--- config.mk ---
export PLATFORM = sky130hd
export DESIGN_NAME = cpuCore
export DESIGN_NICKNAME = d
export VERILOG_FILES = /design/src/hdl/cpuPkg.sv /design/src/hdl/decimalAdjust.sv /design/src/hdl/opDecode.sv /design/src/hdl/aluExecute.sv /design/src/hdl/resultCommit.sv /design/src/hdl/cpuCore.sv
export SDC_FILE = /design/constraint.sdc
export NUM_CORES = 1
export LEC_CHECK = 0
export BUFFER_PORTS_ARGS = -buffer_cell sky130_fd_sc_hd__buf_2
export CAP_MARGIN = 25
export CELL_PAD_IN_SITES_DETAIL_PLACEMENT = 1
export CELL_PAD_IN_SITES_GLOBAL_PLACEMENT = 1
export CORE_MARGIN = 5
export CORE_UTILIZATION = 40
export DETAILED_ROUTE_END_ITERATION = 16
export HOLD_SLACK_MARGIN = 0.08
export PLACE_DENSITY = 0.84
export SLEW_MARGIN = 10
export SYNTH_ARGS = -nofsm -noshare
export SYNTH_HDL_FRONTEND = slang
export SYNTH_SLANG_ARGS = --single-unit
--- constraint.sdc ---
create_clock -name fastClk -period 4.7 [get_ports fastClk]
set_input_delay 1.175 -clock fastClk [delete_from_list [all_inputs] [get_ports fastClk]]
set_output_delay 1.175 -clock fastClk [all_outputs]
set_load 0.1 [all_outputs]
--- src/hdl/cpuPkg.sv ---
// shared types and constants for the cut-down 6502 execute core
// only immediate and implied encodings are listed, everything else decodes as illegal
package cpuPkg;

  // byte width of the datapath
  localparam int DATA_W = 8;

  typedef logic [DATA_W-1:0] dataT;

  // kept 6502 encodings, immediate and implied only
  typedef enum logic [7:0] {
    OP_LDA_IMM = 8'hA9,
    OP_LDX_IMM = 8'hA2,
    OP_LDY_IMM = 8'hA0,
    OP_ADC_IMM = 8'h69,
    OP_SBC_IMM = 8'hE9,
    OP_AND_IMM = 8'h29,
    OP_ORA_IMM = 8'h09,
    OP_EOR_IMM = 8'h49,
    OP_LSR_ACC = 8'h4A,
    OP_TAX     = 8'hAA,
    OP_TAY     = 8'hA8,
    OP_TXA     = 8'h8A,
    OP_TYA     = 8'h98,
    OP_INX     = 8'hE8,
    OP_INY     = 8'hC8,
    OP_DEX     = 8'hCA,
    OP_DEY     = 8'h88,
    OP_CLC     = 8'h18,
    OP_SEC     = 8'h38,
    OP_CLD     = 8'hD8,
    OP_SED     = 8'hF8,
    OP_CLV     = 8'hB8
  } opcodeT;

  // alu operations
  typedef enum logic [2:0] {
    ALU_PASS,
    ALU_ADD,
    ALU_SUB,
    ALU_AND,
    ALU_OR,
    ALU_XOR,
    ALU_SHR,
    ALU_FLAG
  } aluOpT;

  // first operand source
  typedef enum logic [1:0] {SRC_ACC, SRC_XREG, SRC_YREG, SRC_OPERAND} srcSelT;

  // register written back
  typedef enum logic [1:0] {DST_NONE, DST_ACC, DST_XREG, DST_YREG} dstSelT;

  // flag field touched by CLC/SEC/CLD/SED/CLV
  localparam logic [1:0] FLAG_SEL_C = 2'd0;
  localparam logic [1:0] FLAG_SEL_D = 2'd1;
  localparam logic [1:0] FLAG_SEL_V = 2'd2;

  // status bit positions
  localparam int STATUS_C = 0;
  localparam int STATUS_Z = 1;
  localparam int STATUS_I = 2;
  localparam int STATUS_D = 3;
  localparam int STATUS_B = 4;
  localparam int STATUS_U = 5;
  localparam int STATUS_V = 6;
  localparam int STATUS_N = 7;

  // bits with a fixed value, I and B stay set since no irq/brk here
  localparam dataT STATUS_FIXED_MASK =
    dataT'((1 << STATUS_U) | (1 << STATUS_B) | (1 << STATUS_I));

  // I, B and bit 5 set, everything else clear
  localparam dataT RESET_STATUS = 8'h34;

endpackage

--- src/hdl/decimalAdjust.sv ---
// packed BCD correction after a binary add or subtract
// output is only meaningful when both original operands were valid BCD
`timescale 1ns/1ps

module decimalAdjust import cpuPkg::*; (
  input  logic [8:0] binSum,
  input  logic       halfCarry,
  input  logic       subtract,
  output dataT       adjusted,
  output logic       decCarry
);

  logic [8:0] lowFixed;
  logic       lowFix;
  logic       highFix;

  always_comb begin
    lowFixed = binSum;
    lowFix   = 1'b0;
    highFix  = 1'b0;
    if (subtract) begin
      // nibble borrow shows as a missing half carry
      lowFix   = !halfCarry;
      highFix  = !binSum[8];
      // low nibble is at least 6 after a borrow, no ripple into high
      adjusted = binSum[7:0] - {(highFix ? 4'h6 : 4'h0), (lowFix ? 4'h6 : 4'h0)};
      // carry is the binary one for SBC
      decCarry = binSum[8];
    end else begin
      lowFix = halfCarry || (binSum[3:0] > 4'd9);
      if (lowFix) begin
        lowFixed = binSum + 9'h006;
      end
      // high digit checked after the low fix rippled in
      highFix  = binSum[8] || (lowFixed[8:4] > 5'd9);
      adjusted = highFix ? (lowFixed[7:0] + 8'h60) : lowFixed[7:0];
      decCarry = highFix;
    end
  end

endmodule

--- src/hdl/opDecode.sv ---
// decodes one strobed opcode per cycle, no back-pressure
// decoded fields hold their value until the next strobe
`timescale 1ns/1ps

module opDecode import cpuPkg::*; (
  input  logic       fastClk,
  input  logic       arstN,
  input  logic       opStrobe,
  input  dataT       opcode,
  input  dataT       operand,
  output logic       opValid,
  output aluOpT      aluOp,
  output srcSelT     srcSel,
  output dstSelT     dstSel,
  output logic       useCarry,
  output logic [1:0] flagWrite,
  output logic       flagValue,
  output dataT       operandReg,
  output logic       illegalOp
);

  aluOpT      decOp;
  srcSelT     decSrc;
  dstSelT     decDst;
  logic       decUseCarry;
  logic [1:0] decFlagWrite;
  logic       decFlagValue;
  logic       decIllegal;

  // opcode to operation, source and destination
  always_comb begin
    decOp        = ALU_PASS;
    decSrc       = SRC_ACC;
    decDst       = DST_NONE;
    decUseCarry  = 1'b0;
    decFlagWrite = FLAG_SEL_C;
    decFlagValue = 1'b0;
    decIllegal   = 1'b0;
    case (opcodeT'(opcode))
      OP_LDA_IMM: begin
        decSrc = SRC_OPERAND;
        decDst = DST_ACC;
      end
      OP_LDX_IMM: begin
        decSrc = SRC_OPERAND;
        decDst = DST_XREG;
      end
      OP_LDY_IMM: begin
        decSrc = SRC_OPERAND;
        decDst = DST_YREG;
      end
      // carry-using arithmetic
      OP_ADC_IMM: begin
        decOp       = ALU_ADD;
        decDst      = DST_ACC;
        decUseCarry = 1'b1;
      end
      OP_SBC_IMM: begin
        decOp       = ALU_SUB;
        decDst      = DST_ACC;
        decUseCarry = 1'b1;
      end
      OP_AND_IMM: begin
        decOp  = ALU_AND;
        decDst = DST_ACC;
      end
      OP_ORA_IMM: begin
        decOp  = ALU_OR;
        decDst = DST_ACC;
      end
      OP_EOR_IMM: begin
        decOp  = ALU_XOR;
        decDst = DST_ACC;
      end
      OP_LSR_ACC: begin
        decOp  = ALU_SHR;
        decDst = DST_ACC;
      end
      // transfers
      OP_TAX: decDst = DST_XREG;
      OP_TAY: decDst = DST_YREG;
      OP_TXA: begin
        decSrc = SRC_XREG;
        decDst = DST_ACC;
      end
      OP_TYA: begin
        decSrc = SRC_YREG;
        decDst = DST_ACC;
      end
      // +-1 without carry in, C untouched
      OP_INX: begin
        decOp  = ALU_ADD;
        decSrc = SRC_XREG;
        decDst = DST_XREG;
      end
      OP_INY: begin
        decOp  = ALU_ADD;
        decSrc = SRC_YREG;
        decDst = DST_YREG;
      end
      OP_DEX: begin
        decOp  = ALU_SUB;
        decSrc = SRC_XREG;
        decDst = DST_XREG;
      end
      OP_DEY: begin
        decOp  = ALU_SUB;
        decSrc = SRC_YREG;
        decDst = DST_YREG;
      end
      // flag set/clear
      OP_CLC: begin
        decOp        = ALU_FLAG;
        decFlagWrite = FLAG_SEL_C;
      end
      OP_SEC: begin
        decOp        = ALU_FLAG;
        decFlagWrite = FLAG_SEL_C;
        decFlagValue = 1'b1;
      end
      OP_CLD: begin
        decOp        = ALU_FLAG;
        decFlagWrite = FLAG_SEL_D;
      end
      OP_SED: begin
        decOp        = ALU_FLAG;
        decFlagWrite = FLAG_SEL_D;
        decFlagValue = 1'b1;
      end
      OP_CLV: begin
        decOp        = ALU_FLAG;
        decFlagWrite = FLAG_SEL_V;
      end
      default: decIllegal = 1'b1;
    endcase
  end

  // control fields
  always_ff @(posedge fastClk or negedge arstN) begin
    if (!arstN) begin
      opValid   <= 1'b0;
      aluOp     <= ALU_PASS;
      srcSel    <= SRC_ACC;
      dstSel    <= DST_NONE;
      useCarry  <= 1'b0;
      flagWrite <= FLAG_SEL_C;
      flagValue <= 1'b0;
      illegalOp <= 1'b0;
    end else begin
      opValid <= opStrobe;
      if (opStrobe) begin
        aluOp     <= decOp;
        srcSel    <= decSrc;
        dstSel    <= decDst;
        useCarry  <= decUseCarry;
        flagWrite <= decFlagWrite;
        flagValue <= decFlagValue;
        illegalOp <= decIllegal;
      end
    end
  end

  // immediate byte
  always_ff @(posedge fastClk or negedge arstN) begin
    if (!arstN) begin
      operandReg <= '0;
    end else if (opStrobe) begin
      operandReg <= operand;
    end
  end

  // a decoded item only follows a sampled strobe
  validFollowsStrobe: assert property (
    @(posedge fastClk) disable iff (!arstN) $rose(opValid) |-> $past(opStrobe)
  ) else $error("opValid rose without a strobe");

endmodule

--- src/hdl/aluExecute.sv ---
// combinational execute stage, reads committed registers only
// decimal mode applies to ADC and SBC, N and V come from the binary result
`timescale 1ns/1ps

module aluExecute import cpuPkg::*; (
  input  logic       opValid,
  input  aluOpT      aluOp,
  input  srcSelT     srcSel,
  input  dstSelT     dstSel,
  input  logic       useCarry,
  input  logic [1:0] flagWrite,
  input  logic       flagValue,
  input  dataT       operandReg,
  input  logic       illegalOp,
  input  dataT       accum,
  input  dataT       xReg,
  input  dataT       yReg,
  input  dataT       status,
  output logic       resultValid,
  output dataT       result,
  output dstSelT     resultDst,
  output dataT       nextStatus,
  output logic       resultIllegal
);

  dataT       opA;
  dataT       opB;
  dataT       addend;
  logic       isArith;
  logic       isSub;
  logic       carryIn;
  logic [4:0] lowSum;
  logic [8:0] binSum;
  logic       binOverflow;
  logic       decMode;
  dataT       decResult;
  logic       decCarry;

  // first operand
  always_comb begin
    case (srcSel)
      SRC_XREG:    opA = xReg;
      SRC_YREG:    opA = yReg;
      SRC_OPERAND: opA = operandReg;
      default:     opA = accum;
    endcase
  end

  assign isArith = (aluOp == ALU_ADD) || (aluOp == ALU_SUB);
  assign isSub   = (aluOp == ALU_SUB);
  // inc/dec add or subtract a constant one
  assign opB     = (isArith && !useCarry) ? dataT'(1) : operandReg;
  assign addend  = isSub ? ~opB : opB;
  // decrement needs the +1 of two's complement
  assign carryIn = useCarry ? status[STATUS_C] : isSub;

  assign lowSum      = {1'b0, opA[3:0]} + {1'b0, addend[3:0]} + 5'(carryIn);
  assign binSum      = {1'b0, opA} + {1'b0, addend} + 9'(carryIn);
  assign binOverflow = (opA[7] == addend[7]) && (binSum[7] != opA[7]);
  assign decMode     = useCarry && status[STATUS_D];

  decimalAdjust decAdj (
    .binSum   (binSum),
    .halfCarry(lowSum[4]),
    .subtract (isSub),
    .adjusted (decResult),
    .decCarry (decCarry)
  );

  always_comb begin
    nextStatus = status;
    result     = opA;
    case (aluOp)
      ALU_ADD, ALU_SUB: begin
        result = decMode ? decResult : binSum[7:0];
        // only ADC/SBC touch C and V
        if (useCarry) begin
          nextStatus[STATUS_C] = decMode ? decCarry : binSum[8];
          nextStatus[STATUS_V] = binOverflow;
        end
      end
      ALU_AND: result = opA & operandReg;
      ALU_OR:  result = opA | operandReg;
      ALU_XOR: result = opA ^ operandReg;
      ALU_SHR: begin
        result               = opA >> 1;
        nextStatus[STATUS_C] = opA[0];
      end
      ALU_FLAG: begin
        case (flagWrite)
          FLAG_SEL_C: nextStatus[STATUS_C] = flagValue;
          FLAG_SEL_D: nextStatus[STATUS_D] = flagValue;
          FLAG_SEL_V: nextStatus[STATUS_V] = flagValue;
          default:    nextStatus = status;
        endcase
      end
      default: result = opA;
    endcase
    if (aluOp != ALU_FLAG) begin
      nextStatus[STATUS_Z] = (result == '0);
      // decimal N taken from the binary sum, SHR gives 0 here
      nextStatus[STATUS_N] = isArith ? binSum[7] : result[7];
    end
  end

  assign resultValid   = opValid;
  assign resultDst     = dstSel;
  assign resultIllegal = illegalOp;

  // an X result would end up in A, X or Y
  always_comb begin
    resultKnown: assert final (!(resultValid && $isunknown(result)))
      else $error("alu result unknown while valid");
  end

endmodule

--- src/hdl/resultCommit.sv ---
// architectural state, written one edge after decode
// illegal items update nothing but still pulse done
`timescale 1ns/1ps

module resultCommit import cpuPkg::*; (
  input  logic   fastClk,
  input  logic   arstN,
  input  logic   resultValid,
  input  dataT   result,
  input  dstSelT resultDst,
  input  dataT   nextStatus,
  input  logic   resultIllegal,
  output dataT   accum,
  output dataT   xReg,
  output dataT   yReg,
  output dataT   status,
  output logic   done,
  output logic   illegal
);

  logic writeEn;

  assign writeEn = resultValid && !resultIllegal;

  // A, X, Y and P
  always_ff @(posedge fastClk or negedge arstN) begin
    if (!arstN) begin
      accum  <= '0;
      xReg   <= '0;
      yReg   <= '0;
      status <= RESET_STATUS;
    end else if (writeEn) begin
      case (resultDst)
        DST_ACC:  accum <= result;
        DST_XREG: xReg  <= result;
        DST_YREG: yReg  <= result;
        default:  accum <= accum;
      endcase
      // bits 5, 4, 2 pinned to their reset values
      status <= (nextStatus & ~STATUS_FIXED_MASK) | (RESET_STATUS & STATUS_FIXED_MASK);
    end
  end

  // completion pulses, one per item
  always_ff @(posedge fastClk or negedge arstN) begin
    if (!arstN) begin
      done    <= 1'b0;
      illegal <= 1'b0;
    end else begin
      done    <= resultValid;
      illegal <= resultValid && resultIllegal;
    end
  end

  // every done pulse matches one executed item
  doneHasItem: assert property (
    @(posedge fastClk) disable iff (!arstN) done |-> $past(resultValid)
  ) else $error("done without a matching result");

endmodule

--- src/hdl/cpuCore.sv ---
// execute core top, two edges from a sampled strobe to state and done
// no forwarding, execute always sees the last committed registers
`timescale 1ns/1ps

module cpuCore import cpuPkg::*; (
  input  logic fastClk,
  input  logic arstN,
  input  logic opStrobe,
  input  dataT opcode,
  input  dataT operand,
  output dataT accum,
  output dataT xReg,
  output dataT yReg,
  output dataT status,
  output logic done,
  output logic illegal
);

  // decode to execute
  logic       opValid;
  aluOpT      aluOp;
  srcSelT     srcSel;
  dstSelT     dstSel;
  logic       useCarry;
  logic [1:0] flagWrite;
  logic       flagValue;
  dataT       operandReg;
  logic       illegalOp;

  // execute to commit
  logic       resultValid;
  dataT       result;
  dstSelT     resultDst;
  dataT       nextStatus;
  logic       resultIllegal;

  opDecode decode (
    .fastClk, .arstN, .opStrobe, .opcode, .operand,
    .opValid, .aluOp, .srcSel, .dstSel, .useCarry,
    .flagWrite, .flagValue, .operandReg, .illegalOp
  );

  aluExecute execute (
    .opValid, .aluOp, .srcSel, .dstSel, .useCarry, .flagWrite, .flagValue,
    .operandReg, .illegalOp, .accum, .xReg, .yReg, .status,
    .resultValid, .result, .resultDst, .nextStatus, .resultIllegal
  );

  resultCommit commit (
    .fastClk, .arstN, .resultValid, .result, .resultDst, .nextStatus,
    .resultIllegal, .accum, .xReg, .yReg, .status, .done, .illegal
  );

endmodule

==> out/qor.yml, run 1 <==
power_leakage_nw: 2.30
grt_pass1_wl_um: 23100
path_cells: "buf_4 > nor2_1 > and2_1 > buf_4 > xnor2_1 > ha_1 > inv_1 > a311o_1 > a211oi_4 > inv_4 > ha_1 > nand2_1 > a31oi_1 > or4_1 > a21oi_2 > a221oi_2 > buf_4 > a2111oi_4 > a31o_1"
ys.flop_type: "dfrtp_1"
start_util: 0.409
drc: 0
syn_avg_cell_area_sq_um: 8.41
hold_violations: 0
cp.arrival_ns: 4.89
crit_path_max_fanout: 18
synthCells: 527
synth.cell_area_sq_um: 4430
critPathKind: "register to register"
antenna_found_initial: 0
ctsHoldBuffers: 0
cts_tree: "built"
hp-start: "decode.opValid"
crit_top_cell: "buf_4"
first_pass_iters: 4
wl_per_cell_um: 20.1
max_stage_delay_ns: 0.45
r2r_cells: 19
dp_cells: 707
synth_top_area_cell: "dfrtp_1"
cp-start-kind: "register"
max_slew_margin: 0.541
grt_usage: 0.214
grt_remaining_overflow: 0
cp_num_cells: 19
synth-edff-count: 0
antenna_cells: 0
setup_violations: 0
synth_top_area_share: 0.294
vias: 4350
io_pins: 53
clock-skew-final_ns: 0.00642
post-route-min-period_ns: 4.63
cts_made_buffers: 5
finalMaxSlewViolations: 0
crit_path_end_kind: "register"
netlist_top_cells_area: "dfrtp_1 (29%), ha_1 (8.2%), o21ai_0 (6.1%)"
cp_num_buf_inv: 5
ys_warn_count: 0
final_cells: 727
nFillCells: 1326
num_rows: 38
cpMaxStageDelayCell: "or4_1"
max_cap_viol_count: 0
crit_required_ns: 4.96
place.gp.congestion: 0.896
h-tree-depth: 2
dpl.hpwl_um: 11100
drive_gt1_frac: 0.249
ir_drop_mv: 0.590
status: "finished, final reports clean"
ant_nets: 0
hp-class: "register to register"
port_buffers: 49
grt_pass1_vias: 4513
cts.sinks: 52
cts.path.max_buffers: 2
power.density_nw_per_um2: 749
drt-initial-drc-count: 179
core-area_sq_um: 10800
dieArea_sq_um: 13300
period_share: 0.986
synth_top_cells_by_count: "nand2_1 (67), o21ai_0 (54), dfrtp_1 (52), inv_1 (32), nor2_1 (32)"
fmax_ghz: 0.216
holdPathStages: 0
regToRegStartpoint: "decode.aluOp[0]"
cts.clk_slew.worst_paths_ns: 0.09
async_flop_share: 1.00
die_w_um: 115
nets: 638
synthToLayoutAreaGrowth_pct: 16.9
routed_wl_um: 14600
yosysSeqAreaShare: 0.294
cts-root-buf: "clkbuf_8"
synth_most_common_cell: "nand2_1"
cpLargestDelayFamily: "compound AO/OA/AOI/OAI gates"
die_y_um: 115
tightestPinTransition_ns: 0.688
synth_seq_cells: 52
worstSkewPairLatency_ns: 0.31
power.total_mw: 3.88
grt_max_degree: 42
via_per_inst: 5.98
synth.distinct_cells: 77
startpoint: "decode.aluOp[0]"
==> area by class of cell <==
type / instances / area [sq um] / share of cell area
flip-flops and latches: 52 / 1310 / 0.252
inverters: 33 / 129 / 0.0249
clock buffers: 6 / 72.6 / 0.0140
multi-input cells: 410 / 2980 / 0.575
repair buffers: 85 / 515 / 0.0995
well taps: 140 / 175 / 0.0338
clock inverters: 1 / 5.00 / 0.000966
==> flip-flops by register name, summed over array words and instances (netlist names) <==
register           cells
decode.flagWrite       2
commit.illegal         1
commit.xReg            8
decode.aluOp           3
decode.dstSel          2
decode.srcSel          2
decode.flagValue       1
commit.status          5
commit.done            1
commit.yReg            8
decode.operandReg      8
commit.accum           8
decode.opValid         1
decode.useCarry        1
decode.illegalOp       1
==> power by group <==
part | internal (mW) | switching (mW)
registers | 0.562 | 0.105
logic | 0.937 | 2.03
clock network | 0.102 | 0.144
total | 1.60 | 2.28
==> routing by layer <==
layer	vias to the layer above	GRT usage	routed length, um
li1	2032	-	-
met3	35	0.0311	616
met2	130	0.367	7240
met1	2153	0.284	6380
met5	-	0	0
met4	0	0.0548	364
==> cells in the final DEF (no fill, tap or decap), drive strengths merged, types with 7 or more instances in the layout <==
cell,instances
buf,85
nand2,67
o21ai,55
dfrtp,52
inv,33
nor2,32
ha,29
a21oi,26
nor3,18
xnor2,17
nand3,15
a21o,10
and2,9
nor2b,9
o22ai,9
mux4,8
a31oi,8
a222oi,7
==> per-stage QoR <==
| stage | utilization | hold WS (ns) | instance area, sq um | TNS [ns] | setup WS (ns) |
|---|---|---|---|---|---|
| 6_report | 0.478 | 0.444 | 5180 | 0 | 0.0657 |
| 5_1_grt | 0.478 | 0.462 | 5180 | -0.272 | -0.132 |
| 4_1_cts | 0.457 | 0.444 | 4960 | 0 | 0.0781 |
| 3_5_place_dp | 0.450 | 0.425 | 4880 | 0 | 0.0440 |
| 3_3_place_gp | 0.450 | 0.388 | 4880 | 0 | 0.176 |
| 2_1_floorplan | - | 0.379 | 4440 | 0 | 0.0630 |
==> path summary, 6_finish.rpt <==
kind,to,slack [ns]
worst max-delay path,commit.status[1],0.07
worst min-delay path,commit.done,0.44
worst max register to register,commit.status[1],0.07
worst min register to register,commit.done,0.44
max in group asynchronous,commit.accum[0],3.10
min in group asynchronous,commit.accum[7],0.78
==> cells by family after synthesis <==
kind of cell / Yosys count / share of synthesized area
buffers and inverters: 67 / 0.0641
adders and majority gates: 32 / 0.0955
and+or+nand+nor: 178 / 0.193
xor gates and xnor gates: 20 / 0.0446
muxes: 14 / 0.0554
other: 1 / 0.000846
AOI/OAI and AO/OA: 163 / 0.253
DFF: 52 / 0.294
==> what timing repair did <==
| action | CTS | global route |
|---|---|---|
| pin swaps | 0 | 11 |
| endpoints found under the setup margin | 1 | 11 |
| buffers inserted | 0 | 13 |
| gates resized for setup | 1 | 32 |
Power figures use the tool's default switching activity.
==> inputs of run 2 (changes only) <==
- clock period: 4.7 -> 4.25 ns (I/O delays scaled with it)
==> out/qor.yml, run 2 (synthesis gave the netlist of run 1 again) <==
status: "finished, violations left"
violations: "setup timing"
cts.clk_slew.worst_paths_ns: 0.10
clock-skew-final_ns: 0.0141
hp-class: "register to register"
drt-initial-drc-count: 394
finalWorstSetupSlack_ns: -0.325
grt_remaining_overflow: 0
fin_tns_setup_ns: -1.70
cts.path.max_buffers: 2
cts.sinks: 52
die_w_um: 115
nets: 677
via_per_inst: 6.26
layout_commonest_cell: "buf_4"
period_share: 1.08
regArea_sq_um: 1310
grt_pass1_vias: 4984
post-route-util: 0.535
final_cell_mix: "buf_4 (72), nand2_1 (66), dfrtp_1 (49), buf_2 (49), o21ai_0 (46)"
r2r_slack_ns: -0.32
ant_nets: 0
hold_violations: 0
max_slew_margin: 0.429
finalMaxSlewViolations: 0
io_pins: 53
cts_tree: "built"
num_rows: 38
design_area_sq_um: 5800
first_pass_iters: 5
placed_area_sq_um: 5150
worstSkewPairLatency_ns: 0.33
rsz0062_at_grt: "true"
setup_violations: 10
ctsHoldBuffers: 0
port_buffers: 49
fmax_ghz: 0.219
hold-worst-slack_ns: 0.463
drive_gt1_frac: 0.330
crit_required_ns: 4.52
dpl.hpwl_um: 11800
power_leakage_nw: 2.56
vias: 4801
cp-start-kind: "register"
ir_drop_mv: 0.723
crit_path_max_fanout: 4
antenna_found_initial: 0
place.gp.congestion: 0.873
die_y_um: 115
place_ws_ns: -0.370
antenna_cells: 0
dieArea_sq_um: 13300
h-tree-depth: 2
tightestPinTransition_ns: 0.856
cts-root-buf: "clkbuf_8"
grt_usage: 0.245
power.density_nw_per_um2: 910
critPathKind: "register to register"
max_cap_viol_count: 0
cts_made_buffers: 5
drc: 0
cp.arrival_ns: 4.85
start_util: 0.409
nFillCells: 1272
core-area_sq_um: 10800
routed_wl_um: 17100
grt_max_degree: 42
crit_path_end_kind: "register"
multi_input_area_sq_um: 3230
synthToLayoutAreaGrowth_pct: 30.9
wl_per_cell_um: 22.3
grt_pass1_wl_um: 26000
post-route-min-period_ns: 4.57
[run 2: cell types whose count changed in the layout (fill, tap and decap cells not counted), moves of 3 or more]
cell	before	now
buf_4	36	72
nor4_1	3	0
nor4_2	0	3
o21ai_0	51	46
[run 2: final cells by class]
type | instances | share of cell area
sequential | 52 | 0.225
tap | 140 | 0.0302
inverter | 33 | 0.0218
multi-input combinational | 410 | 0.557
timing repair buffer | 124 | 0.143
clock inverter | 2 | 0.0104
clock buffer | 6 | 0.0125
[run 2: per-layer routing]
layer  vias to the layer above  GRT usage  part of all wire
met4                         0      0.109             0.037
li1                       2114          -                 -
met5                         -          0                 0
met3                        56     0.0321             0.058
met2                       235      0.419              0.50
met1                      2396      0.309              0.40
[run 2: critical path, cell delays in order, from the launching register on]
cell	delay, ns
dfrtp_1	0.43
nand2b_4	0.16
a21o_1	0.23
nor2_2	0.17
nor2_2	0.07
xnor2_2	0.14
fa_2	0.40
fa_2	0.43
nor2b_2	0.15
o21ai_2	0.08
a21o_1	0.23
a21o_2	0.24
inv_2	0.08
ha_4	0.21
a21o_1	0.17
or4_4	0.49
a21oi_4	0.18
a221oi_4	0.07
a2111oi_4	0.38
a31o_1	0.20
[run 2: power breakdown]
group          switching [mW]  internal [mW]
registers               0.120          0.621
logic                    2.65           1.47
clock network           0.178          0.235
total                    2.95           2.33
[run 2: path summary, 6_finish.rpt]
| check | startpoint | to | cells past startpoint |
|---|---|---|---|
| worst max-delay path | decode.aluOp[0] | commit.status[1] | 19 |
| worst min-delay path | decode.opValid | commit.done | 0 |
| worst max register to register | decode.aluOp[0] | commit.status[1] | 19 |
| worst min register to register | decode.opValid | commit.done | 0 |
| max in group asynchronous | arstN | commit.accum[0] | 2 |
| min in group asynchronous | arstN | commit.xReg[3] | 1 |
[run 2: metrics by stage]
step                std cells  power [mW]
finish                    767        5.28
CTS                       755        4.76
detailed placement        740        4.08
global placement          740        3.91
global route              767        5.52
floorplan                 529        2.99
[run 2: repair_timing]
action / 4_1_cts / 5_1_grt
endpoints found under the setup margin: 8 / 22
setup buffers: 8 / 12
pin swaps: 16 / 31
gates resized for setup: 34 / 35
hold endpoints to repair: 0 / 0
